$ cat src/rnn_mem_pkg.sv
`default_nettype none

// tags that travel with every weight-memory read
package rnn_mem_pkg;

    // wide enough for a hidden size of 8
    localparam int OPERAND_IDX_W = 3;

    typedef logic [OPERAND_IDX_W-1:0] idx_t;

    // what a returning word is for
    typedef enum logic [2:0] {
        KIND_EMBED = 3'd0, // embedding element of the token
        KIND_W_HH  = 3'd1, // weight times old hidden value
        KIND_B_HH  = 3'd2, // hidden bias
        KIND_W_IH  = 3'd3, // weight times embedding value
        KIND_B_IH  = 3'd4  // input bias, closes the neuron
    } req_kind_t;

endpackage

`default_nettype wire

$ cat src/rnn_step_sequencer.sv
`timescale 1ns/1ps
`default_nettype none

module rnn_step_sequencer #(
    parameter int VOCAB_SIZE  = 76,
    parameter int EMBED_SIZE  = 4,
    parameter int HIDDEN_SIZE = 8,
    parameter int ADDR_W      = 9,
    localparam int TOKEN_W    = $clog2(VOCAB_SIZE) + 1
) (
    input  wire                     clk,
    input  wire                     reset,
    input  wire                     start,
    input  wire [TOKEN_W-1:0]       token,
    input  wire                     data_valid,
    input  wire rnn_mem_pkg::req_kind_t last_kind,
    input  wire rnn_mem_pkg::idx_t  last_neuron,
    output logic                    busy,
    output logic                    done,
    output logic                    commit,
    output logic                    rd_en,
    output logic [ADDR_W-1:0]       rd_addr,
    output rnn_mem_pkg::req_kind_t  rd_kind,
    output rnn_mem_pkg::idx_t       rd_operand,
    output rnn_mem_pkg::idx_t       rd_neuron
);

    // region bases of the weight memory
    localparam int W_IH_BASE = VOCAB_SIZE * EMBED_SIZE;
    localparam int W_HH_BASE = W_IH_BASE + HIDDEN_SIZE * EMBED_SIZE;
    localparam int B_IH_BASE = W_HH_BASE + HIDDEN_SIZE * HIDDEN_SIZE;
    localparam int B_HH_BASE = B_IH_BASE + HIDDEN_SIZE;

    localparam rnn_mem_pkg::idx_t LAST_EMB = rnn_mem_pkg::idx_t'(EMBED_SIZE - 1);
    localparam rnn_mem_pkg::idx_t LAST_HID = rnn_mem_pkg::idx_t'(HIDDEN_SIZE - 1);

    logic                   issuing; // reads still being issued
    rnn_mem_pkg::req_kind_t phase;
    rnn_mem_pkg::idx_t      neuron;
    rnn_mem_pkg::idx_t      operand;
    logic [TOKEN_W-1:0]     token_q;
    logic                   accept;
    logic                   last_item;
    int                     addr;

    assign accept = start && !busy && (token < TOKEN_W'(VOCAB_SIZE)); // bad token dropped

    // final b_ih word reaching the mac
    assign last_item = busy && data_valid && (last_kind == rnn_mem_pkg::KIND_B_IH)
                       && (last_neuron == LAST_HID);

    always_ff @(posedge clk)
    begin
        if (reset)
        begin
            busy    <= 1'b0;
            issuing <= 1'b0;
            phase   <= rnn_mem_pkg::KIND_EMBED;
            neuron  <= '0;
            operand <= '0;
            done    <= 1'b0;
            commit  <= 1'b0;
        end
        else
        begin
            done   <= last_item;
            commit <= last_item; // last hidden word is in by now
            if (accept)
            begin
                busy    <= 1'b1;
                issuing <= 1'b1;
                phase   <= rnn_mem_pkg::KIND_EMBED;
                neuron  <= '0;
                operand <= '0;
            end
            else if (issuing)
            begin
                case (phase)
                    rnn_mem_pkg::KIND_EMBED:
                    begin
                        if (operand == LAST_EMB)
                        begin
                            phase   <= rnn_mem_pkg::KIND_W_HH;
                            operand <= '0;
                        end
                        else
                            operand <= operand + 1'b1;
                    end
                    rnn_mem_pkg::KIND_W_HH:
                    begin
                        if (operand == LAST_HID)
                        begin
                            phase   <= rnn_mem_pkg::KIND_B_HH;
                            operand <= '0;
                        end
                        else
                            operand <= operand + 1'b1;
                    end
                    rnn_mem_pkg::KIND_B_HH:
                        phase <= rnn_mem_pkg::KIND_W_IH;
                    rnn_mem_pkg::KIND_W_IH:
                    begin
                        if (operand == LAST_EMB)
                        begin
                            phase   <= rnn_mem_pkg::KIND_B_IH;
                            operand <= '0;
                        end
                        else
                            operand <= operand + 1'b1;
                    end
                    rnn_mem_pkg::KIND_B_IH:
                    begin
                        if (neuron == LAST_HID)
                            issuing <= 1'b0; // all reads out, wait for return
                        else
                        begin
                            neuron <= neuron + 1'b1;
                            phase  <= rnn_mem_pkg::KIND_W_HH;
                        end
                    end
                    default:
                        issuing <= 1'b0;
                endcase
            end
            if (done)
                busy <= 1'b0;
        end
    end

    always_ff @(posedge clk)
    begin
        if (accept)
            token_q <= token;
    end

    // address map
    always_comb
    begin
        case (phase)
            rnn_mem_pkg::KIND_EMBED: addr = int'(token_q) * EMBED_SIZE + int'(operand);
            rnn_mem_pkg::KIND_W_HH:  addr = W_HH_BASE + int'(neuron) * HIDDEN_SIZE + int'(operand);
            rnn_mem_pkg::KIND_B_HH:  addr = B_HH_BASE + int'(neuron);
            rnn_mem_pkg::KIND_W_IH:  addr = W_IH_BASE + int'(neuron) * EMBED_SIZE + int'(operand);
            rnn_mem_pkg::KIND_B_IH:  addr = B_IH_BASE + int'(neuron);
            default:                 addr = 0;
        endcase
    end

    assign rd_en      = issuing;
    assign rd_addr    = ADDR_W'(addr);
    assign rd_kind    = phase;
    assign rd_operand = operand;
    assign rd_neuron  = neuron;

endmodule

`default_nettype wire

$ cat config.mk
export PLATFORM = sky130hd
export DESIGN_NAME = rnn_step_sequencer
export DESIGN_NICKNAME = d
export VERILOG_FILES = /design/src/rnn_mem_pkg.sv /design/src/rnn_step_sequencer.sv
export SDC_FILE = /design/constraint.sdc
export NUM_CORES = 1
export LEC_CHECK = 0
export BUFFER_PORTS_ARGS = -buffer_cell sky130_fd_sc_hd__clkbuf_2
export CORE_MARGIN = 2
export CORE_UTILIZATION = 48
export CTS_BUF_LIST = sky130_fd_sc_hd__clkbuf_4
export CTS_CLUSTER_DIAMETER = 150
export DETAILED_ROUTE_END_ITERATION = 16
export MAX_ROUTING_LAYER = met4
export PLACE_DENSITY = 0.78
export SLEW_MARGIN = 10
export SYNTH_ARGS = -nofsm -noshare
export SYNTH_HDL_FRONTEND = slang
export SYNTH_SLANG_ARGS = --single-unit
export TNS_END_PERCENT = 50
$ cat constraint.sdc
create_clock -name clk -period 1.73 [get_ports clk]
set_clock_uncertainty 0.15 [all_clocks]
set_input_delay 0.173 -clock clk [delete_from_list [all_inputs] [get_ports clk]]
set_output_delay 0.173 -clock clk [all_outputs]
set_load 0.02 [all_outputs]
==> metrics.cfg <==
[die]
die_w_um = 56.59
dieArea_um2 = 3202
die_h_um = 56.59
row_count = 19
coreArea_um2 = 2686
start_util_pct = 49.42
io_pins = 40

[global_route]
grt_pass1_vias = 1385
grt_pass1_wl_um = 5906
grt_usage_pct = 23.90
antenna_found_initial = 0
grt-ovfl-total = 0
grt_max_degree = 18

[synth]
ys_types = 41
synthFlopType = dfxtp_1
ys_seq_area_share_pct = 33.93
synth_area_per_cell_um2 = 8.910
yosysWarnings = 0
syn_nets = 180
synth-seq-cells = 19
async_flop_share_pct = 0
synthCells = 149
syn-cell-area_um2 = 1328
synth_edf_count = 7

[routing]
vias = 1476
dr.pass1.iters = 4
drc = 0
drt-total-wl_um = 4357
drt_iter0_markers = 115
via_per_inst = 6.000
postRouteAntennaNets = 0
wl_per_cell_um = 17.71

[setup_path]
arrival_ns = 1.76
rrSetupSlack_ns = 0.01
slowest_stage = mux4_2
crit_family = multiplexers
path_class = reg -> out
path_depth = 5
rr_worst_depth = 7
worstPathCellList = ha_4 > mux4_2 > nand2_2 > o31ai_2 > buf_4
end_kind = primary output
start_kind = register
slowest_delay_ns = 0.48
crit_buf_inv = 1
crit_required_ns = 1.41
path_max_fanout = 1

[clock_tree]
root_buffer = clkbuf_4
tritoncts = yes
clk_pin_slew_ns = 0.11
cts_made_buffers = 3
cts_sinks = 19
ctsHtreeMaxLevel = 1
clk_latency_ns = 0.30
clk_path_buf_depth = 2

[placed_design]
hpwl_um = 2627
portBuffers = 39
postPlaceCellArea_um2 = 1679
place_congestion = 0.9744
dp_cells = 228

[outcome]
violations = negative setup slack
status = complete, but fails checks

[sta]
hold_violations = 0
tightest_slew_ns = 0.2827
fmax_ghz = 0.4799
max_slew_margin_pct = 81.08
min_period_over_period_pct = 120.4
setup_viol = 9
hold_ws_ns = 0.03721
min_period_ns = 2.084
slew_violations = 0
setup_slack_ns = -0.3536
rsz0062_at_grt = yes

[min_path]
hold_class = in -> reg
hold_depth = 3

[final_layout]
layout.nets = 247
nFillCells = 177
drive_gt1_share_pct = 44.65
fin_area_um2 = 2037
diodes = 0
stdcell_count = 246
final_core_utilization_pct = 75.83
syn_to_final_growth_pct = 53.44

[power_and_ir_drop]
p_per_area_nw_per_um2 = 442.3
ir_drop_mv = 0.3553
p_leak_nw = 0.8770

[job]
maxCapViolations = 0

## worst paths after layout
check,start,to
worst max-delay path,token_q[0],rd_addr[2]
worst min-delay path,start,busy
worst max register to register,rd_neuron[0],rd_kind[0]
worst min register to register,commit,busy
## logic make-up after synthesis
| kind of cell | count (synthesis) | synth area share, % |
|---|---|---|
| compound gates | 41 | 21.30 |
| xor+xnor | 6 | 3.958 |
| fa+ha+maj | 13 | 12.25 |
| buf+inv | 19 | 6.503 |
| flops | 19 | 33.93 |
| mux | 5 | 4.807 |
| simple gates | 46 | 17.25 |
## power breakdown
group          switching (mW)  internal [mW]  total, mW
Clock                   0.140         0.0861      0.226
Sequential             0.0129          0.474      0.487
Combinational          0.0899         0.0984      0.188
Total                   0.243          0.658      0.901
## per-layer routing
metal	part of all wire [%]	global-route usage (%)
met2	52	42.03
met1	37	26.64
met5	0	-
met3	5.9	2.765
met4	4.9	11.56
## metrics by stage
stage	total power, mW	TNS, ns	setup slack, ns
6_report	0.9009	-2.097	-0.3536
5_1_grt	0.9473	-3.007	-0.4007
4_1_cts	0.8789	-1.683	-0.3082
3_5_place_dp	0.6376	-0.03746	-0.03746
3_3_place_gp	0.6326	0	0.01260
2_1_floorplan	0.5715	-0.2643	-0.1139
## timing repair
item / CTS / global route
hold buffers: 10 / 0
endpoints found under the hold margin: 10 / 0
setup endpoints to repair: 10 / 13
gates resized for setup: 24 / 35
pin swaps: 2 / 11
buffers inserted: 0 / 4
## registers in the layout, indices dropped and copies added (netlist names)
signal      count
rd_kind         3
busy            1
token_q         7
rd_en           1
rd_operand      3
commit          1
rd_neuron       3
## worst reg2reg max path, delay by kind of cell, from the launching register on
kind / cells / cell delay (ns)
and+or+nand+nor: 1 / 0.26
adders and majority gates: 2 / 0.37
DFF: 1 / 0.36
buffers and inverters: 1 / 0.13
AOI/OAI and AO/OA: 3 / 0.34
## layout by cell type, fill, tap and decap left out, types with 3 or more instances in the layout
cell,Yosys,routed
dlygate4sd3_1,0,10
ha_1,13,8
clkbuf_2,0,30
buf_6,1,6
mux2i_1,3,3
dfxtp_1,12,6
nand2_1,9,8
inv_1,9,9
o21ai_0,9,3
xor2_1,4,3
and3_1,3,3
edfxtp_1,7,7
dfxtp_2,0,4
nor2_1,13,12
clkbuf_4,0,3
nand3_1,8,5
a22oi_1,4,4
ha_4,0,4
a31oi_1,3,3
buf_4,1,23
o21ai_1,0,4
a21oi_1,9,8
## area by class of cell
cell class,count,area (um2),area share (%)
repair buffers,72,529.3,25.98
clock buffers,3,22.52,1.106
well taps,31,38.79,1.904
multi-input cells,111,944.7,46.38
clock inverters,1,5.005,0.2457
inverters,9,33.78,1.658
flip-flops and latches,19,462.9,22.73
## synthesized netlist by cell type (2+ instances only)
master | n | area, um2
nand2_1 | 9 | 33.78
clkbuf_1 | 3 | 11.26
inv_1 | 9 | 33.78
a21oi_1 | 9 | 45.04
ha_1 | 13 | 162.7
a211oi_1 | 4 | 30.03
xor2_1 | 4 | 35.03
or2_1 | 2 | 12.51
mux2i_1 | 3 | 30.03
nand3_1 | 8 | 40.04
nand2b_1 | 2 | 12.51
nor3_1 | 2 | 10.01
buf_2 | 3 | 15.01
xnor2_1 | 2 | 17.52
edfxtp_1 | 7 | 210.2
nand4b_1 | 2 | 17.52
a22oi_1 | 4 | 30.03
o21ai_0 | 9 | 45.04
dfxtp_1 | 12 | 240.2
buf_1 | 2 | 7.510
nor2_1 | 13 | 48.80
a31oi_1 | 3 | 18.77
o22ai_1 | 3 | 18.77
o31ai_1 | 2 | 15.01
and3_1 | 3 | 18.77
No activity file was read; power rests on OpenSTA's default activity.
