--- config.mk ---
export PLATFORM = sky130hd
export DESIGN_NAME = rnn_state_file
export DESIGN_NICKNAME = d
export VERILOG_FILES = /design/src/rnn_num_pkg.sv /design/src/rnn_mem_pkg.sv /design/src/rnn_state_file.sv
export SDC_FILE = /design/constraint.sdc
export NUM_CORES = 1
export LEC_CHECK = 0
export BUFFER_PORTS_ARGS = -buffer_cell sky130_fd_sc_hd__buf_2
export CAP_MARGIN = 10
export CORE_ASPECT_RATIO = 0.75
export CORE_UTILIZATION = 40
export CTS_CLUSTER_DIAMETER = 30
export DETAILED_ROUTE_END_ITERATION = 16
export PLACE_DENSITY = 0.66
export RECOVER_POWER = 100
export REMOVE_ABC_BUFFERS = 1
export SYNTH_ARGS = -nofsm -noshare
export SYNTH_HDL_FRONTEND = slang
export SYNTH_SLANG_ARGS = --single-unit
export TNS_END_PERCENT = 1
--- constraint.sdc ---
create_clock -name clk -period 2.6 [get_ports clk]
set_input_delay 0.39 -clock clk [delete_from_list [all_inputs] [get_ports clk]]
set_output_delay 0.39 -clock clk [all_outputs]
set_load 0.02 [all_outputs]
--- src/rnn_num_pkg.sv ---
`default_nettype none

// fixed-point formats for the recurrent cell datapath
package rnn_num_pkg;

    localparam int WORD_W    = 16; // storage word width
    localparam int ACC_W     = 32; // accumulator width
    localparam int FRAC_BITS = 8;  // fractional bits of a stored word

    // weights, embeddings and hidden values, q8.8
    typedef logic signed [WORD_W-1:0] word_t;

    // products and running sums, q16.16
    typedef logic signed [ACC_W-1:0] acc_t;

endpackage

`default_nettype wire

--- src/rnn_mem_pkg.sv ---
`default_nettype none

// tags that travel with every weight-memory read
package rnn_mem_pkg;

    // wide enough for a hidden size of 8
    localparam int OPERAND_IDX_W = 3;

    typedef logic [OPERAND_IDX_W-1:0] idx_t;

    // what a returning word is for
    typedef enum logic [2:0] {
        KIND_EMBED = 3'd0, // embedding element of the token
        KIND_W_HH  = 3'd1, // weight times old hidden value
        KIND_B_HH  = 3'd2, // hidden bias
        KIND_W_IH  = 3'd3, // weight times embedding value
        KIND_B_IH  = 3'd4  // input bias, closes the neuron
    } req_kind_t;

endpackage

`default_nettype wire

--- src/rnn_state_file.sv ---
`timescale 1ns/1ps
`default_nettype none

module rnn_state_file #(
    parameter int EMBED_SIZE  = 4,
    parameter int HIDDEN_SIZE = 8
) (
    input  wire                     clk,
    input  wire                     reset,
    input  wire                     emb_we,
    input  wire rnn_mem_pkg::idx_t  emb_idx,
    input  wire rnn_num_pkg::word_t emb_data,
    input  wire                     hid_we,
    input  wire rnn_mem_pkg::idx_t  hid_idx,
    input  wire rnn_num_pkg::word_t hid_data,
    input  wire rnn_mem_pkg::idx_t  old_idx,
    input  wire rnn_mem_pkg::idx_t  emb_idx_rd,
    input  wire                     commit,
    input  wire rnn_mem_pkg::idx_t  hidden_sel,
    output rnn_num_pkg::word_t      old_value,
    output rnn_num_pkg::word_t      emb_value,
    output rnn_num_pkg::word_t      hidden_value
);

    // array index widths, at least one bit
    localparam int EMB_W = (EMBED_SIZE > 1) ? $clog2(EMBED_SIZE) : 1;
    localparam int HID_W = (HIDDEN_SIZE > 1) ? $clog2(HIDDEN_SIZE) : 1;

    rnn_num_pkg::word_t emb_q [EMBED_SIZE];
    rnn_num_pkg::word_t new_q [HIDDEN_SIZE];
    rnn_num_pkg::word_t old_q [HIDDEN_SIZE];

    always_ff @(posedge clk)
    begin
        if (reset)
        begin
            for (int i = 0; i < EMBED_SIZE; i++)
                emb_q[i] <= '0;
            for (int i = 0; i < HIDDEN_SIZE; i++)
            begin
                new_q[i] <= '0;
                old_q[i] <= '0;
            end
        end
        else
        begin
            if (emb_we)
                emb_q[emb_idx[EMB_W-1:0]] <= emb_data;
            if (hid_we)
                new_q[hid_idx[HID_W-1:0]] <= hid_data;
            if (commit)
                old_q <= new_q; // new state becomes old for next step
        end
    end

    assign old_value    = old_q[old_idx[HID_W-1:0]];
    assign emb_value    = emb_q[emb_idx_rd[EMB_W-1:0]];
    assign hidden_value = old_q[hidden_sel[HID_W-1:0]]; // readout of committed state

endmodule

`default_nettype wire

==> out/qor.yml, run 1 <==
status:
  status: "finished clean"
layout:
  multi_input_area_um2: 6375
  regArea_um2: 7047
  final_cells: 1874
  drive_above_1_share: 0.1767
  fin_nets: 1415
  fillers: 3040
  synthToLayoutAreaGrowth_pct: 21.54
  fin_util: 0.4938
  fin_area_um2: 17100
power:
  powerDensity_nw_per_um2: 864.7
  power_mw: 14.78
  combPwrFrac: 0.052
  p_clk_frac: 0.591
  switching_share: 0.2252
  p_leak_nw: 6.797
  p_seq_frac: 0.356
  p_int_mw: 11.46
  ir_worst_vdd_mv: 0.5126
  p_sw_mw: 3.329
worst_setup_path:
  cp_max_fo: 32
  cp-start-kind: "input port"
  crit_path_end: "old_value[7]"
  r2r-end: "old_q[10]$_SDFFE_PP0P_"
  end_kind: "primary output"
  r2r_cells: 2
  crit_type: "input port to primary output"
  setup.worst_path.start: "old_idx[0]"
  timing.reg2reg.setup_slack_ns: 1.87
  cp.required_ns: 2.21
  regToRegStartpoint: "old_q[10]$_SDFFE_PP0P_"
  worstPathArrival_ns: 2.00
synthesis:
  synth_seq_cells: 320
  netlist_area_um2: 14070
  seq_area_frac_synth: 0.5009
  ys.flop_type: "dfxtp_1"
  yosys.area_share.xor_xnor: 0
  syn_inst: 1278
  async_flop_share: 0
  synth_compound_area_frac: 0.04670
  synth_area_leaders: "dfxtp_1, edfxtp_1, mux4_1"
  yosys.area.top_type: "dfxtp_1"
  yosys-top-cells-count: "nand2_1, dfxtp_1, a21oi_1, mux2i_1, nor2_1"
  syn_avg_cell_area_um2: 11.01
  synth_warnings: 0
  synth_top_family_by_area: "multiplexers"
  ys_types: 32
  synth_most_common_cell: "nand2_1"
  synth_simple_gate_area_frac: 0.1485
  synth_edf_count: 64
  yosys-mux-area-fraction: 0.2592
  synthAdderAreaFrac: 0
  yosys.area.top_type_share: 0.3643
sta:
  fin_crit_ns: 2.395
  rsz0062_at_grt: "false"
  tightest_slew_ns: 1.458
  maxSlewViolCount: 0
  setup_viol: 0
  fmax_ghz: 0.4176
  finalCritPeriodShare: 0.9210
  setup_ws_ns: 0.2053
  hold_viol_final: 0
  skew_ns: 0.02862
  fin_setup_tns_ns: 0
  hold_slack_ns: 0.1487
  max_slew_margin: 0.02773
worst_hold_path:
  hold_class: "input port to flop"
die:
  start_util: 0.4063
  fp.dieH_um: 164.4
  rows: 59
  design.core.area_um2: 34620
  design.die.area_um2: 35930
  ios: 100
  die_w_um: 218.5
placement:
  dp.cells: 1752
  dp_hpwl_mm: 20.22
  placed_area_um2: 14890
  place_congestion: 0.7796
  place_ws_ns: 0.3347
  io_buffer_count: 97
clock_tree:
  numCtsBuffers: 66
  clk_latency_ns: 0.57
  clock_path_buffers: 3
  cts_root_buf: "clkbuf_16"
  cts_resized: 0
  cts_hold_buf: 0
  cts.sinks: 320
  clkSlewWorstSetupHoldPaths_ns: 0.05
  post_cts_buffers: 0
  h-tree-depth: 3
  cts_tree: "done"
route:
  wl_met2_mm: 16.70
  drt_iter0_drc: 692
  top_layer: "met4"
  postRouteAntennaNets: 0
  avgRoutedWirePerCell_um: 19.00
  via_per_inst: 5.264
  routed-via-count: 9864
  route.detailed.drc: 0
  firstDrtPassIters: 5
  met1_length_mm: 16.12
  routed_wl_mm: 35.61
  met3_length_mm: 2.031
grt:
  globalRouteOverflowTotal: 0
  grt_max_degree: 248
  track_usage: 0.1990
  grt_pass1_wl_mm: 54.18
  grt_pass1_vias: 9665
  antenna_found_initial: 1
run:
  max_cap_viol_count: 0
[critical path, stage by stage]
cell	delay (ns)
buf_2	0.09
buf_6	0.38
mux4_1	0.62
mux2_2	0.31
clkbuf_1	0.18
[how the worst min path moves through the flow]
| stage | startpoint | end | slack (ns) | depth (start not counted) |
|---|---|---|---|---|
| final | emb_data[6] | emb_q[3][6]$_DFFE_PP_ | 0.15 | 2 |
| after global routing | emb_data[11] | emb_q[2][11]$_SDFFCE_PN0P_ | 0.14 | 2 |
| after CTS | reset | old_q[28]$_SDFFE_PP0P_ | 0.12 | 2 |
| after detailed placement | new_q[23]$_SDFFE_PP0P_ | new_q[23]$_SDFFE_PP0P_ | 0.45 | 2 |
| after global placement | new_q[20]$_SDFFE_PP0P_ | new_q[20]$_SDFFE_PP0P_ | 0.44 | 2 |
| after floorplan | new_q[0]$_SDFFE_PP0P_ | new_q[0]$_SDFFE_PP0P_ | 0.43 | 2 |
[sequential cells by signal, summed over array words and instances, names as in the netlist]
name and count:
emb_q 64, new_q 128, old_q 128
[layout make-up]
| class | instances | area share |
|---|---|---|
| tap | 457 | 0.03344 |
| clock buffer | 86 | 0.1083 |
| clock inverter | 34 | 0.02876 |
| multi-input combinational | 842 | 0.3729 |
| timing repair buffer | 133 | 0.04420 |
| sequential | 320 | 0.4121 |
| antenna | 2 | 0.0002927 |
[layer usage]
layer / vias to the layer above / global-route usage
li1: 4671 / -
met2: 267 / 0.3157
met5: - / 0
met3: 59 / 0.04328
met4: 0 / 0.07565
met1: 4867 / 0.2661
[power groups by stage]
stage	clock [mW]	combinational [mW]	sequential, mW
6_report	8.74	0.776	5.27
5_1_grt	9.10	0.831	5.28
4_1_cts	8.85	0.802	5.27
3_5_place_dp	0	0.798	5.36
3_3_place_gp	0	0.784	5.35
2_1_floorplan	0	0.349	5.34
[cells by family (layout without fill, tap and decap cells)]
family	after synthesis	in the layout
buf+inv	116	253
other cells	0	2
compound gates	130	130
simple gates	472	472
mux	240	240
flops	320	320
[layout by cell type, fill, tap and decap left out, types with 3 or more instances in the layout]
| cell type | n |
|---|---|
| bufinv_16 | 9 |
| nand2_1 | 257 |
| buf_4 | 21 |
| clkbuf_16 | 70 |
| nor2_1 | 128 |
| buf_12 | 6 |
| edfxtp_1 | 64 |
| clkbuf_8 | 4 |
| mux4_2 | 26 |
| dfxtp_1 | 256 |
| clkinvlp_4 | 8 |
| clkinv_4 | 3 |
| and2_1 | 29 |
| nand4b_1 | 3 |
| and4b_1 | 3 |
| buf_2 | 51 |
| and2_0 | 35 |
| mux2_2 | 30 |
| mux2i_1 | 128 |
| clkbuf_1 | 63 |
| mux4_1 | 54 |
| inv_6 | 5 |
| clkinv_2 | 5 |
| nand4bb_1 | 3 |
| a21oi_1 | 128 |
No activity file was read; power rests on OpenSTA's default activity.
==> run 2: changes to the inputs <==
--- a/config.mk
+++ b/config.mk
@@ -11,7 +11,8 @@
 export CORE_UTILIZATION = 40
 export CTS_CLUSTER_DIAMETER = 30
 export DETAILED_ROUTE_END_ITERATION = 16
-export PLACE_DENSITY = 0.66
+export MAX_ROUTING_LAYER = met4
+export PLACE_DENSITY = 0.68
 export RECOVER_POWER = 100
 export REMOVE_ABC_BUFFERS = 1
 export SYNTH_ARGS = -nofsm -noshare
==> constraint.sdc (replaced) <==
create_clock -name clk -period 2.15 [get_ports clk]
set_input_delay 0.3225 -clock clk [delete_from_list [all_inputs] [get_ports clk]]
set_output_delay 0.3225 -clock clk [all_outputs]
set_load 0.02 [all_outputs]
==> run 2 against run 1 <==
Against the previous run: the run now ends with setup timing left; wire length is 0.44% lower; sequential power is 21% higher; clock power is 11% higher; largest cell class unchanged.
==> out/qor.yml, run 2 (synthesis gave the netlist of run 1 again) <==
status:
  status: "finished, violations left"
  violations: "setup timing"
layout:
  final_cells: 1873
  synthToLayoutAreaGrowth_pct: 21.92
  fin_area_um2: 17150
  fin_nets: 1416
  mostFrequentLayoutCells: "nand2_1, dfxtp_1, nor2_1, mux2i_1, a21oi_1"
  antennaDiodeCount: 0
  reg_top3: "new_q: 128 flops, old_q: 128 flops, emb_q: 64 flops"
  layout_commonest_cell: "nand2_1"
  drive_above_1_share: 0.2662
route:
  drt_iter0_drc: 893
  routed_wl_mm: 35.45
  firstDrtPassIters: 5
  route.detailed.drc: 0
  avgRoutedWirePerCell_um: 18.93
  postRouteAntennaNets: 0
  via_per_inst: 5.289
  routed-via-count: 9906
worst_setup_path:
  crit_chain: "mux4_1, mux2_2, buf_4"
  timing.reg2reg.setup_slack_ns: 1.43
  worstPathArrival_ns: 1.83
  setup.worst_path.start: "old_q[105]$_SDFFE_PP0P_"
  r2r_cells: 2
  cp_slowest_cell: "mux4_1"
  cp.required_ns: 1.83
  regToRegStartpoint: "old_q[28]$_SDFFE_PP0P_"
  crit_path_end: "old_value[9]"
  cpPeakStageDelay_ns: 0.50
  cp-start-kind: "flop"
  crit_type: "flop to primary output"
  end_kind: "primary output"
  cp_max_fo: 3
  r2r-end: "old_q[28]$_SDFFE_PP0P_"
grt:
  grt_max_degree: 250
  grt_pass1_wl_mm: 55.12
  track_usage: 0.2050
  globalRouteOverflowTotal: 0
  grt_pass1_vias: 9840
  antenna_found_initial: 0
placement:
  dp.cells: 1758
  io_buffer_count: 97
  dp_hpwl_mm: 20.74
  placed_area_um2: 15010
  place_ws_ns: 0.09258
  place_congestion: 0.7568
power:
  p_clk_frac: 0.569
  p_leak_nw: 6.632
  p_sw_mw: 3.940
  p_int_mw: 13.13
  combPwrFrac: 0.058
  powerDensity_nw_per_um2: 995.6
  switching_share: 0.2307
  p_seq_frac: 0.373
  ir_worst_vdd_mv: 0.7862
  power_mw: 17.07
die:
  start_util: 0.4063
  ios: 100
  die_w_um: 218.5
  design.core.area_um2: 34620
  design.die.area_um2: 35930
  fp.dieH_um: 164.4
  rows: 59
clock_tree:
  clkSlewWorstSetupHoldPaths_ns: 0.05
  clock_path_buffers: 3
  cts_root_buf: "clkbuf_16"
  cts_tree: "done"
  cts.sinks: 320
  numCtsBuffers: 60
  h-tree-depth: 2
  clk_latency_ns: 0.58
sta:
  setup_ws_ns: -0.0005207
  hold_viol_final: 0
  hold_slack_ns: 0.06309
  skew_ns: 0.01999
  rsz0062_at_grt: "true"
  fin_crit_ns: 2.151
  setup_viol: 1
  max_slew_margin: 0.03258
  fmax_ghz: 0.4650
  maxSlewViolCount: 0
  finalCritPeriodShare: 1.000
  tightest_slew_ns: 1.451
run:
  max_cap_viol_count: 0
worst_hold_path:
  hold_class: "input port to flop"
[run 2: changes by cell type in the layout (fill, tap and decap cells not counted), sizes merged]
cell and delta:
clkbuf -35, buf +32, clkinv +4, inv +3, bufinv -2, clkinvlp -2, diode -2, dlygate4sd3 +1
[run 2: per-stage QoR]
step,setup TNS [ns],util
after CTS,-0.5136,0.4965
after detailed placement,0,0.4336
final,-0.0005207,0.4954
after global routing,-0.5823,0.4954
after global placement,0,0.4336
after floorplan,0,-
[run 2: power by group through the flow]
stage | Combinational (mW) | Clock, mW | Sequential, mW
3_5_place_dp | 0.985 | 0 | 6.48
4_1_cts | 1.00 | 9.83 | 6.37
3_3_place_gp | 0.971 | 0 | 6.47
2_1_floorplan | 0.422 | 0 | 6.46
5_1_grt | 1.06 | 10.1 | 6.38
6_report | 0.986 | 9.72 | 6.37
[run 2: worst min-delay path by stage]
stage / to / cells after the start / start
6_report: new_q[92]$_SDFFE_PP0P_ / 3 / hid_data[12]
3_5_place_dp: new_q[96]$_SDFFE_PP0P_ / 2 / new_q[96]$_SDFFE_PP0P_
2_1_floorplan: new_q[0]$_SDFFE_PP0P_ / 1 / reset
4_1_cts: emb_q[0][0]$_SDFFCE_PN0P_ / 2 / emb_data[0]
3_3_place_gp: new_q[19]$_SDFFE_PP0P_ / 2 / new_q[19]$_SDFFE_PP0P_
5_1_grt: emb_q[0][3]$_SDFFCE_PN0P_ / 2 / emb_data[3]
[run 2: what timing repair did]
item	4_1_cts	5_1_grt
cloned	0	0
hold buffers	1	0
endpoints found under the setup margin	32	32
setup buffers	0	0
hold endpoints to repair	1	0
pin swaps	0	0
resized for setup	69	91
[run 2: worst max-delay path: cells and delay by family, from the launching register on]
| kind | cells | cell delay (ns) |
|---|---|---|
| buffers and inverters | 1 | 0.16 |
| DFF | 1 | 0.31 |
| muxes | 2 | 0.78 |
[run 2: metal layers]
metal  global-route usage  part of all wire
met5                    -                 0
met4              0.06008             0.020
met3              0.04144             0.071
met2               0.3124              0.46
met1               0.2758              0.45
[run 2: layout make-up]
cell class / instances / area [µm²]
flip-flops and latches: 320 / 7104
clock buffers: 77 / 1698
multi-input cells: 842 / 6269
fillers: 3032 / 17470
well taps: 457 / 571.8
repair buffers: 140 / 1062
clock inverters: 37 / 445.4
