--- src/rnn_num_pkg.sv ---
`default_nettype none

// fixed-point formats for the recurrent cell datapath
package rnn_num_pkg;

    localparam int WORD_W    = 16; // storage word width
    localparam int ACC_W     = 32; // accumulator width
    localparam int FRAC_BITS = 8;  // fractional bits of a stored word

    // weights, embeddings and hidden values, q8.8
    typedef logic signed [WORD_W-1:0] word_t;

    // products and running sums, q16.16
    typedef logic signed [ACC_W-1:0] acc_t;

endpackage

`default_nettype wire

--- src/rnn_mem_pkg.sv ---
`default_nettype none

// tags that travel with every weight-memory read
package rnn_mem_pkg;

    // wide enough for a hidden size of 8
    localparam int OPERAND_IDX_W = 3;

    typedef logic [OPERAND_IDX_W-1:0] idx_t;

    // what a returning word is for
    typedef enum logic [2:0] {
        KIND_EMBED = 3'd0, // embedding element of the token
        KIND_W_HH  = 3'd1, // weight times old hidden value
        KIND_B_HH  = 3'd2, // hidden bias
        KIND_W_IH  = 3'd3, // weight times embedding value
        KIND_B_IH  = 3'd4  // input bias, closes the neuron
    } req_kind_t;

endpackage

`default_nettype wire

--- src/neuron_mac.sv ---
`timescale 1ns/1ps
`default_nettype none

module neuron_mac #(
    parameter int EMBED_SIZE  = 4,
    parameter int HIDDEN_SIZE = 8
) (
    input  wire                         clk,
    input  wire                         reset,
    input  wire                         data_valid,
    input  wire rnn_num_pkg::word_t     data,
    input  wire rnn_mem_pkg::req_kind_t data_kind,
    input  wire rnn_mem_pkg::idx_t      data_operand,
    input  wire rnn_mem_pkg::idx_t      data_neuron,
    input  wire rnn_num_pkg::word_t     old_value,
    input  wire rnn_num_pkg::word_t     emb_value,
    output rnn_mem_pkg::idx_t           old_idx,
    output rnn_mem_pkg::idx_t           emb_idx_rd,
    output logic                        emb_we,
    output rnn_mem_pkg::idx_t           emb_idx,
    output rnn_num_pkg::word_t          emb_data,
    output logic                        hid_we,
    output rnn_mem_pkg::idx_t           hid_idx,
    output rnn_num_pkg::word_t          hid_data
);

    // tags carry operand and neuron numbers, they must fit
    if (EMBED_SIZE > 2 ** rnn_mem_pkg::OPERAND_IDX_W ||
        HIDDEN_SIZE > 2 ** rnn_mem_pkg::OPERAND_IDX_W)
    begin : g_size_check
        $error("operand index tag too narrow for the cell sizes");
    end

    rnn_num_pkg::acc_t acc_q;
    rnn_num_pkg::acc_t addend;
    rnn_num_pkg::acc_t sum;

    always_comb
    begin
        case (data_kind)
            rnn_mem_pkg::KIND_W_HH:
                addend = rnn_num_pkg::acc_t'(data) * rnn_num_pkg::acc_t'(old_value);
            rnn_mem_pkg::KIND_W_IH:
                addend = rnn_num_pkg::acc_t'(data) * rnn_num_pkg::acc_t'(emb_value);
            rnn_mem_pkg::KIND_B_HH, rnn_mem_pkg::KIND_B_IH:
                addend = rnn_num_pkg::acc_t'(data) <<< rnn_num_pkg::FRAC_BITS; // to q16.16
            default:
                addend = '0;
        endcase
        sum = acc_q + addend; // wraps mod 2^32
    end

    always_ff @(posedge clk)
    begin
        if (reset)
            acc_q <= '0;
        else if (data_valid)
        begin
            case (data_kind)
                rnn_mem_pkg::KIND_W_HH, rnn_mem_pkg::KIND_B_HH, rnn_mem_pkg::KIND_W_IH:
                    acc_q <= sum;
                rnn_mem_pkg::KIND_B_IH:
                    acc_q <= '0; // neuron finished
                default:
                    acc_q <= acc_q;
            endcase
        end
    end

    // operand lookup follows the returning tag
    assign old_idx    = data_operand;
    assign emb_idx_rd = data_operand;

    assign emb_we   = data_valid && (data_kind == rnn_mem_pkg::KIND_EMBED);
    assign emb_idx  = data_operand;
    assign emb_data = data;

    assign hid_we   = data_valid && (data_kind == rnn_mem_pkg::KIND_B_IH);
    assign hid_idx  = data_neuron;
    assign hid_data = sum[rnn_num_pkg::FRAC_BITS +: rnn_num_pkg::WORD_W]; // back to q8.8

endmodule

`default_nettype wire

--- config.mk ---
export PLATFORM = sky130hd
export DESIGN_NAME = neuron_mac
export DESIGN_NICKNAME = d
export VERILOG_FILES = /design/src/rnn_num_pkg.sv /design/src/rnn_mem_pkg.sv /design/src/neuron_mac.sv
export SDC_FILE = /design/constraint.sdc
export NUM_CORES = 1
export LEC_CHECK = 0
export BUFFER_PORTS_ARGS = -buffer_cell sky130_fd_sc_hd__buf_2
export CORE_AREA = 2 2 192 194
export CTS_CLUSTER_SIZE = 24
export DETAILED_ROUTE_END_ITERATION = 16
export DIE_AREA = 0 0 194 196
export GPL_ROUTABILITY_DRIVEN = 0
export HOLD_SLACK_MARGIN = 0.02
export PLACE_DENSITY_LB_ADDON = 0.08
export SLEW_MARGIN = 30
export SYNTH_ARGS = -nofsm -noshare
export SYNTH_HDL_FRONTEND = slang
export SYNTH_SLANG_ARGS = --single-unit
export TNS_END_PERCENT = 30
--- constraint.sdc ---
create_clock -name clk -period 13.01 [get_ports clk]
set_input_delay 0.6505 -clock clk [delete_from_list [all_inputs] [get_ports clk]]
set_output_delay 0.6505 -clock clk [all_outputs]
set_load 0.005 [all_outputs]
==> metrics.md, run 1 <==
| Metric | Value |
|---|---|
| Most frequent cells in the layout | `inv_1, fa_1, nand2_1, and2_1, ha_1` |
| Resize count post-CTS | `0` |
| Post-CTS Hold Fix Bufs | `0` |
| Largest family of logic cells by synthesized area | `adder cells` |
| Fmax | `about 110 MHz` |
| Biggest regs | `acc_q (24)` |
| CTS Buf Count | `3` |
| MaxCap Viol Count | `0` |
| Post-synthesis sequential area ratio | `2.70%` |
| Number of warnings issued by yosys | `0` |
| Bufs on Longest Clock Path | `2` |
| DRT antenna net count | `0` |
| Clk sinks | `24` |
| Core Region | `36100 µm²` |
| First-pass GRT wire length | `78.9 mm` |
| CTS tree | `yes` |
| Fraction of registers with async set/reset | `0%` |
| Critical-path maximum fanout | `34` |
| DP Wirelength | `37.4 mm` |
| Top-Level Pins | `106` |
| Layout area overhead | `3.44%` |
| Mux contribution to synthesized area | `0.338%` |
| Yosys top cell area share | `42.2%` |
| Initial DRC Count | `744` |
| Site Rows | `70` |
| DRT Pass-1 Iters | `5` |
| Port buffer count | `87` |
| Die Y | `~200 µm` |
| Nets | `2680` |
| Critical path's slowest cell | `buf_2` |
| Clk_skew | `0.00511 ns` |
| Die span in x | `194 µm` |
| Final setup TNS | `0 ns` |
| Fin. Hold Viols | `0` |
| Data required time of the worst path | `12.36 ns` |
| DRT Wirelength | `48.3 mm` |
| Initial antenna violation count | `2` |
| Post-Synth Simple-Gate Area | `17.5%` |
| Global route total overflow | `0` |
| Synth top area cells | `fa_1, ha_1, inv_1, and2_1, nand2_1` |
| Post-Synthesis Cells | `2096` |
| Via/cell ratio | `5.28` |
| Synth Area in Adders | `54.1%` |
| Synthesis-stage register bit count | `24` |
| Kind of critical path | `in -> out` |
| # Post-CTS Setup Buffers | `0` |
| Post-synth EDFFs | `0` |
| WL per Instance | `19.0 µm` |
| Mapped Area | `17800 µm²` |
| Largest register by flop count | `acc_q` |
| Post-Syn Area per Cell | `8.48 µm²` |
| # setup viols final | `0` |
| Gr usage total | `26.4%` |
| Worst hold path class | `reg -> reg` |
| Vias in the first global route | `about 14000` |
| Post-layout min period | `9.48 ns` |
| Via count | `13439` |
| Max reg flops | `24` |
| Initial core utilization | `49.3%` |
| Actual slew at the worst max-slew pin | `roughly 0.9 ns` |
| Final Util | `51.0%` |
| Hold_ws | `0.510 ns` |
| Die ar. | `38000 µm²` |
| Largest net degree at the start of global routing | `35` |
| CTS root buf | `clkbuf_16` |
| CTS clk-pin slew, worst paths | `~0.06 ns` |
| Worst Setup End Kind | `primary output` |
| Most used cell, CP | `fa_1` |
| H-tree levels | `1` |
| Final period utilization | `between 70% and 80%` |
| XOR/XNOR Fraction of Synth Area | `4.88%` |
| Most common cell after layout, fill and taps aside | `inv_1` |
| RSZ-0062 raised after global routing | `false` |
| Skew-Pair Late Insertion Delay | `0.27 ns` |
| Crit start category | `input pin` |
| Slew HR | `roughly 40%` |
| Post-synthesis compound-gate area fraction | `7.06%` |
| Max-slew violations | `0` |
| Mapped Nets | `2700` |
| Layout cells sized above 1 | `5.25%` |
| Post-synth top area cell | `fa_1` |
| Crit path arrival time | `8.83 ns` |
| Unique masters post-synth | `61` |
| Residual DRC | `0` |
| CP peak stage delay | `0.66 ns` |
| Post-synth top flop | `dfxtp_1` |
| Run status | `finished clean` |
## Yosys cell counts (3+ instances only)
cell type	number
inv_1	488
fa_1	375
nand2_1	268
and2_1	214
ha_1	169
clkbuf_1	87
nor2_1	72
xnor2_1	66
a21oi_1	43
o21ai_0	31
buf_4	28
xor2_1	28
a22oi_1	24
dfxtp_1	24
a21o_1	22
nand2b_1	19
nand3_1	11
nor3_1	10
o21a_1	9
nor2b_1	7
or3_1	7
a211oi_1	6
a31oi_1	6
mux2i_1	6
a221o_1	5
and3_1	5
o21bai_1	5
o221ai_1	5
nand3b_1	4
o21ai_1	4
or2_2	4
buf_1	3
nor3b_1	3
o2111ai_1	3
or4_1	3
## path summary, 6_finish.rpt
path,from,to,slack [ns],depth (start not counted)
hold / removal,acc_q[10],acc_q[10],0.51,2
hold reg to reg,acc_q[10],acc_q[10],0.51,2
setup / recovery,data[6],hid_data[15],3.53,29
setup reg to reg,acc_q[0],acc_q[22],9.43,13
## per-stage QoR
step                area, µm²  setup WS (ns)  std cells
CTS                     18400           3.64       2543
floorplan               17800           4.55       2096
finish                  18400           3.53       2544
detailed placement      18300           3.69       2539
global route            18400           2.98       2543
global placement        18300           3.75       2539
## metal layers
metal  vias up  share of wire [%]  GRT usage [%]
li1       6179                  -              -
met1      6866                 45           37.4
met2       344                 48           43.8
met3        48                5.9           3.95
met4         2                1.5           4.55
met5         -              0.027              0
## layout make-up
type | count | area, µm²
Antenna cell | 1 | 2.50
Fill cell | 3514 | 17700
Clock buffer | 4 | 88.8
Multi-Input combinational cell | 1465 | 14900
Sequential cell | 24 | 480
Timing Repair Buffer | 94 | 488
Tap cell | 468 | 586
Inverter | 488 | 1830
## critical path: cells and delay by family
| kind | cells | cell delay (ns) |
|---|---|---|
| XOR/XNOR | 3 | 0.75 |
| buffers and inverters | 6 | 1.01 |
| adder cells (fa/ha/maj) | 8 | 3.60 |
| AND/OR/NAND/NOR | 7 | 1.08 |
| AO/OA/AOI/OAI | 5 | 1.73 |
## cells by family (layout without fill, tap and decap cells)
logic type / after synthesis / in the layout
XOR/XNOR: 96 / 96
buffers and inverters: 607 / 586
flip-flops: 24 / 24
adder cells (fa/ha/maj): 544 / 544
AND/OR/NAND/NOR: 634 / 634
AO/OA/AOI/OAI: 185 / 185
multiplexers: 6 / 6
other: 0 / 1
Power of run 1 is left out: the tool's default activity adds up to more than one toggle a clock period on the data nets, which glitch-free logic cannot reach.
==> run 2: changes to the inputs <==
- ABC_AREA: unset -> 1
- CORE_AREA: 2 2 192 194 -> 2 2 197 199
- DIE_AREA: 0 0 194 196 -> 0 0 199 201
- clock period: 13.01 -> 9.7 ns (I/O delays scaled with it)
==> run 2 against run 1 <==
Against the previous run: largest cell class unchanged; core utilization is 0.11 points lower; worst hold slack worse by 0.038 ns; sequential share of layout area is 0.13 points lower; first-iteration DRC count is 17% higher; wire length is 6.0% higher; die area is 5.2% higher.
==> metrics.md, run 2 <==
| Metric | Value |
|---|---|
| CTS tree | `yes` |
| Vias in the first global route | `16191` |
| Crit path arrival time | `8.51 ns` |
| First-pass GRT wire length | `84.4 mm` |
| # setup viols final | `0` |
| Worst hold path class | `reg -> reg` |
| Synth Area in Adders | `51.2%` |
| Largest family of logic cells by synthesized area | `adder cells` |
| Layout cells sized above 1 | `about 5.5%` |
| Layout area overhead | `3.22%` |
| Post-synthesis compound-gate area fraction | `6.43%` |
| Via count | `15679` |
| Global route total overflow | `0` |
| Max-slew violations | `0` |
| Nets | `~3200` |
| Bufs on Longest Clock Path | `2` |
| Most used cell, CP | `inv_1` |
| Largest register by flop count | `acc_q` |
| CTS root buf | `clkbuf_16` |
| CTS clk-pin slew, worst paths | `about 0.070 ns` |
| Mux contribution to synthesized area | `0%` |
| Port buffer count | `87` |
| Synth top area cells | `fa_1, inv_1, nand2_1, ha_1, a21oi_1` |
| Resize count post-CTS | `0` |
| CP peak stage delay | `0.60 ns` |
| Fraction of registers with async set/reset | `0%` |
| Top post-synthesis cells by count | `inv_1, nand2_1, fa_1` |
| Core Region | `38100 µm²` |
| Skew-Pair Late Insertion Delay | `0.27 ns` |
| Via/cell ratio | `between 5 and 6` |
| Initial antenna violation count | `5` |
| Crit start category | `input pin` |
| DRT Pass-1 Iters | `5` |
| H-tree levels | `1` |
| Post-Syn Area per Cell | `between 7 and 8 µm²` |
| Post-synth top area cell | `fa_1` |
| Most common cell after layout, fill and taps aside | `inv_1` |
| WL per Instance | `16.4 µm` |
| Unique masters post-synth | `51` |
| Fmax | `around 110 MHz` |
| Worst Setup End Kind | `primary output` |
| Number of warnings issued by yosys | `0` |
| Most frequent cells in the layout | `inv_1, nand2_1, fa_1, ha_1, a21oi_1` |
| Actual slew at the worst max-slew pin | `0.966 ns` |
| CTS Buf Count | `3` |
| Fin. Hold Viols | `0` |
| DRT antenna net count | `0` |
| DP Wirelength | `41.9 mm` |
| Slew HR | `between 30% and 40%` |
| Initial DRC Count | `872` |
| Post-Synth Simple-Gate Area | `19.0%` |
| Die Y | `201 µm` |
| Post-synth top flop | `dfxtp_1` |
| Die ar. | `~40000 µm²` |
| Critical-path maximum fanout | `25` |
| RSZ-0062 raised after global routing | `false` |
| Post-synth EDFFs | `0` |
| Post-Synthesis Cells | `2627` |
| Initial core utilization | `around half` |
| Top-Level Pins | `106` |
| Post-synthesis sequential area ratio | `2.56%` |
| Largest net degree at the start of global routing | `35` |
| Kind of critical path | `in -> out` |
| Yosys top cell area share | `40.0%` |
| Final setup TNS | `0 ns` |
| MaxCap Viol Count | `0` |
| Site Rows | `72` |
| Post-layout min period | `between 8 and 9 ns` |
| Clk_skew | `roughly 0.0026 ns` |
| Max reg flops | `24` |
| # Post-CTS Setup Buffers | `0` |
| Most common cell in the netlist | `inv_1` |
| Clk sinks | `24` |
| Final period utilization | `92.8%` |
| Synthesis-stage register bit count | `24` |
| Hold_ws | `0.473 ns` |
| Mapped Area | `18800 µm²` |
| Biggest regs | `acc_q (24)` |
| Run status | `finished clean` |
| Gr usage total | `26.9%` |
| Critical path's slowest cell | `buf_2` |
| DRT Wirelength | `51.1 mm` |
| Mapped Nets | `~3200` |
| Die span in x | `about 200 µm` |
| Post-CTS Hold Fix Bufs | `0` |
| Residual DRC | `0` |
| Data required time of the worst path | `9.22 ns` |
| XOR/XNOR Fraction of Synth Area | `1.21%` |
## run 2: cell families after synthesis
kind of cell               Yosys count
buffers and inverters              941
and+or+nand+nor                    879
adders and majority gates          544
AOI/OAI and AO/OA                  214
xor gates and xnor gates            25
DFF                                 24
## run 2: worst max-delay path, delay by kind of cell
kind | cells | cell delay, ns
buffers and inverters | 12 | 1.62
AND/OR/NAND/NOR | 8 | 1.11
adder cells (fa/ha/maj) | 8 | 3.69
AO/OA/AOI/OAI | 6 | 1.58
## run 2: final cells by class
cell class / instances / area, µm²
fill: 3942 / 18700
multi-input combinational: 1662 / 14600
inverter: 804 / 3020
tap: 518 / 648
timing repair buffer: 96 / 503
sequential: 24 / 480
clock buffer: 4 / 88.8
antenna: 5 / 12.5
## run 2: path summary, 6_finish.rpt
kind             from            to  slack (ns)  depth (start not counted)
min reg2reg  acc_q[2]      acc_q[2]        0.47                          2
max           data[6]  hid_data[13]        0.70                         34
max reg2reg  acc_q[0]     acc_q[20]        7.08                         17
min          acc_q[2]      acc_q[2]        0.47                          2
## run 2: metal layers
metal | up-vias | GRT usage (%) | routed length [µm]
met5 | - | 0 | 0
met4 | 0 | 7.14 | 1570
met3 | 76 | 3.28 | 3110
met2 | 462 | 46.4 | 25200
met1 | 7715 | 35.6 | 21200
li1 | 7426 | - | -
## run 2: stage by stage
stage | cell area, µm² | utilization [%] | setup slack (ns) | std cells
after CTS | 19400 | 50.8 | 0.842 | 3108
final | 19400 | 50.9 | 0.701 | 3113
after floorplan | 18800 | - | 2.15 | 2627
after detailed placement | 19300 | 50.6 | 0.877 | 3104
after global placement | 19300 | 50.6 | 0.967 | 3104
after global routing | 19400 | 50.8 | 0.335 | 3111
Power of run 2 is left out for the same reason.
==> run 3: changes to the inputs <==
==> constraint.sdc (replaced) <==
create_clock -name clk -period 9.7 [get_ports clk]
set_input_delay 2.91 -clock clk [delete_from_list [all_inputs] [get_ports clk]]
set_output_delay 2.91 -clock clk [all_outputs]
set_load 0.005 [all_outputs]
==> run 3 against run 2 <==
Against the previous run: final area up 24%; critical path depth rose by 3; via count increased by 11%; maximum frequency fell by 29%; first-iteration DRC count grew 18%; worst setup slack got worse by 3.6 ns; wire length up 15%; clock skew increased by 0.0024 ns; worst hold slack lost 0.0022 ns; the run now ends with setup timing left; die area stayed put.
==> metrics.md, run 3 (synthesized netlist as in run 2, its figures left out) <==
| Metric | Value |
|---|---|
| WL per Instance | `16.7 µm` |
| DRT Pass-1 Iters | `6` |
| Final setup margin | `-2.90 ns` |
| Met1 Use GR | `41.8%` |
| Initial core utilization | `49.3%` |
| Site Rows | `72` |
| Largest register by flop count | `acc_q` |
| Residual DRC | `0` |
| H-tree levels | `1` |
| Worst Setup End Kind | `primary output` |
| Placed Instances | `3477` |
| First-pass GRT wire length | `93.8 mm` |
| Skew-Pair Late Insertion Delay | `0.28 ns` |
| # setup viols final | `16` |
| Final setup TNS | `-39.47 ns` |
| Final period utilization | `130%` |
| MaxCap Viol Count | `0` |
| Layout Cells excl Fill | `approximately 3500` |
| Most common cell after layout, fill and taps aside | `inv_1` |
| Crit start category | `input pin` |
| Fin. Hold Viols | `0` |
| GRT Max-Usage Layer | `met2` |
| Grt met3 use | `just over 4%` |
| Gr usage total | `a little under a third` |
| Violated checks | `setup timing` |
| Port buffer count | `87` |
| Critical-path maximum fanout | `6` |
| Core Region | `38100 µm²` |
| DP Wirelength | `49.4 mm` |
| CTS Buf Count | `3` |
| Slew HR | `49.6%` |
| Initial antenna violation count | `0` |
| Fmax | `79.4 MHz` |
| Bufs on Longest Clock Path | `2` |
| Crit path arrival time | `roughly 9.7 ns` |
| Max-slew violations | `0` |
| DRT antenna net count | `0` |
| CTS clk-pin slew, worst paths | `roughly 0.060 ns` |
| Largest net degree at the start of global routing | `25` |
| Die span in x | `just under 200 µm` |
| Die Y | `between 200 and 250 µm` |
| Initial DRC Count | `1033` |
| Kind of critical path | `in -> out` |
| Actual slew at the worst max-slew pin | `roughly 0.76 ns` |
| Post-layout min period | `12.60 ns` |
| Max reg flops | `24` |
| Clk sinks | `24` |
| Worst hold path class | `reg -> reg` |
| Clk_skew | `0.00493 ns` |
| Via count | `between 15000 and 20000` |
| Layout cells sized above 1 | `24.6%` |
| Vias in the first global route | `18181` |
| Via/cell ratio | `between 4 and 5` |
| Run status | `finished with violations` |
| Layout area overhead | `28.2%` |
| Die ar. | `40000 µm²` |
| Nets | `between 3000 and 4000` |
| Global route total overflow | `0` |
| Ant diodes | `0` |
| Most used cell, CP | `fa_1` |
| CP peak stage delay | `0.54 ns` |
| Met2 Use GR | `approximately half` |
| DRT Wirelength | `58.8 mm` |
| Biggest regs | `acc_q (24)` |
| Data required time of the worst path | `6.79 ns` |
| CTS tree | `yes` |
| Hold_ws | `roughly 0.47 ns` |
| Critical path's slowest cell | `fa_1` |
| Top-Level Pins | `106` |
| RSZ-0062 raised after global routing | `true` |
| Most frequent cells in the layout | `inv_1, nand2_1, buf_4, fa_1, ha_1` |
| CTS root buf | `clkbuf_16` |
| Final Util | `a little over three fifths` |
-- run 3: cell count changes in the layout (fill, tap and decap cells not counted), sizes merged --
cell | before | now
buf | 96 | 514
bufbuf | 0 | 1
clkbuf | 4 | 7
clkinvlp | 0 | 1
diode | 5 | 0
inv | 804 | 803
-- run 3: critical path, delay by kind of cell --
family / cells / cell delay, ns
fa+ha+maj: 8 / 3.66
simple gates: 10 / 1.12
compound gates: 8 / 1.09
buf+inv: 11 / 0.92
-- run 3: final timing paths --
check             cells after the start      start           end  slack, ns
setup / recovery                     37    data[6]  hid_data[13]      -2.90
hold reg to reg                       2  acc_q[16]     acc_q[16]       0.47
hold / removal                        2  acc_q[16]     acc_q[16]       0.47
setup reg to reg                     17   acc_q[0]     acc_q[18]       7.00
-- run 3: what timing repair did --
item                                    CTS  global route
endpoints found under the hold margin     0             0
buffers inserted                         16            32
resized for setup                       109           157
endpoints found under the setup margin   20            24
pin swaps                                53           109
cloned                                    1             2
hold buffers                              0             0
-- run 3: layer usage --
layer  routed length (µm)  vias up
li1                     -     8274
met1                24800     8465
met2                27400      559
met3                 4490       98
met4                 2120        0
met5                    0        -
-- run 3: stage by stage --
step | area, µm² | worst slack [ns]
3_3_place_gp | 22600 | -3.18
5_1_grt | 24100 | -3.16
2_1_floorplan | 19300 | -2.24
6_report | 24100 | -2.90
3_5_place_dp | 22600 | -3.17
4_1_cts | 23200 | -2.88
-- run 3: cell type report --
cell class	count	area [µm²]
sequential	24	480
fill	3428	14000
clock buffer	3	75.1
multi-input combinational	1662	15600
timing repair buffer	519	4290
inverter	804	3020
tap	518	648
Power of run 3 is left out for the same reason.
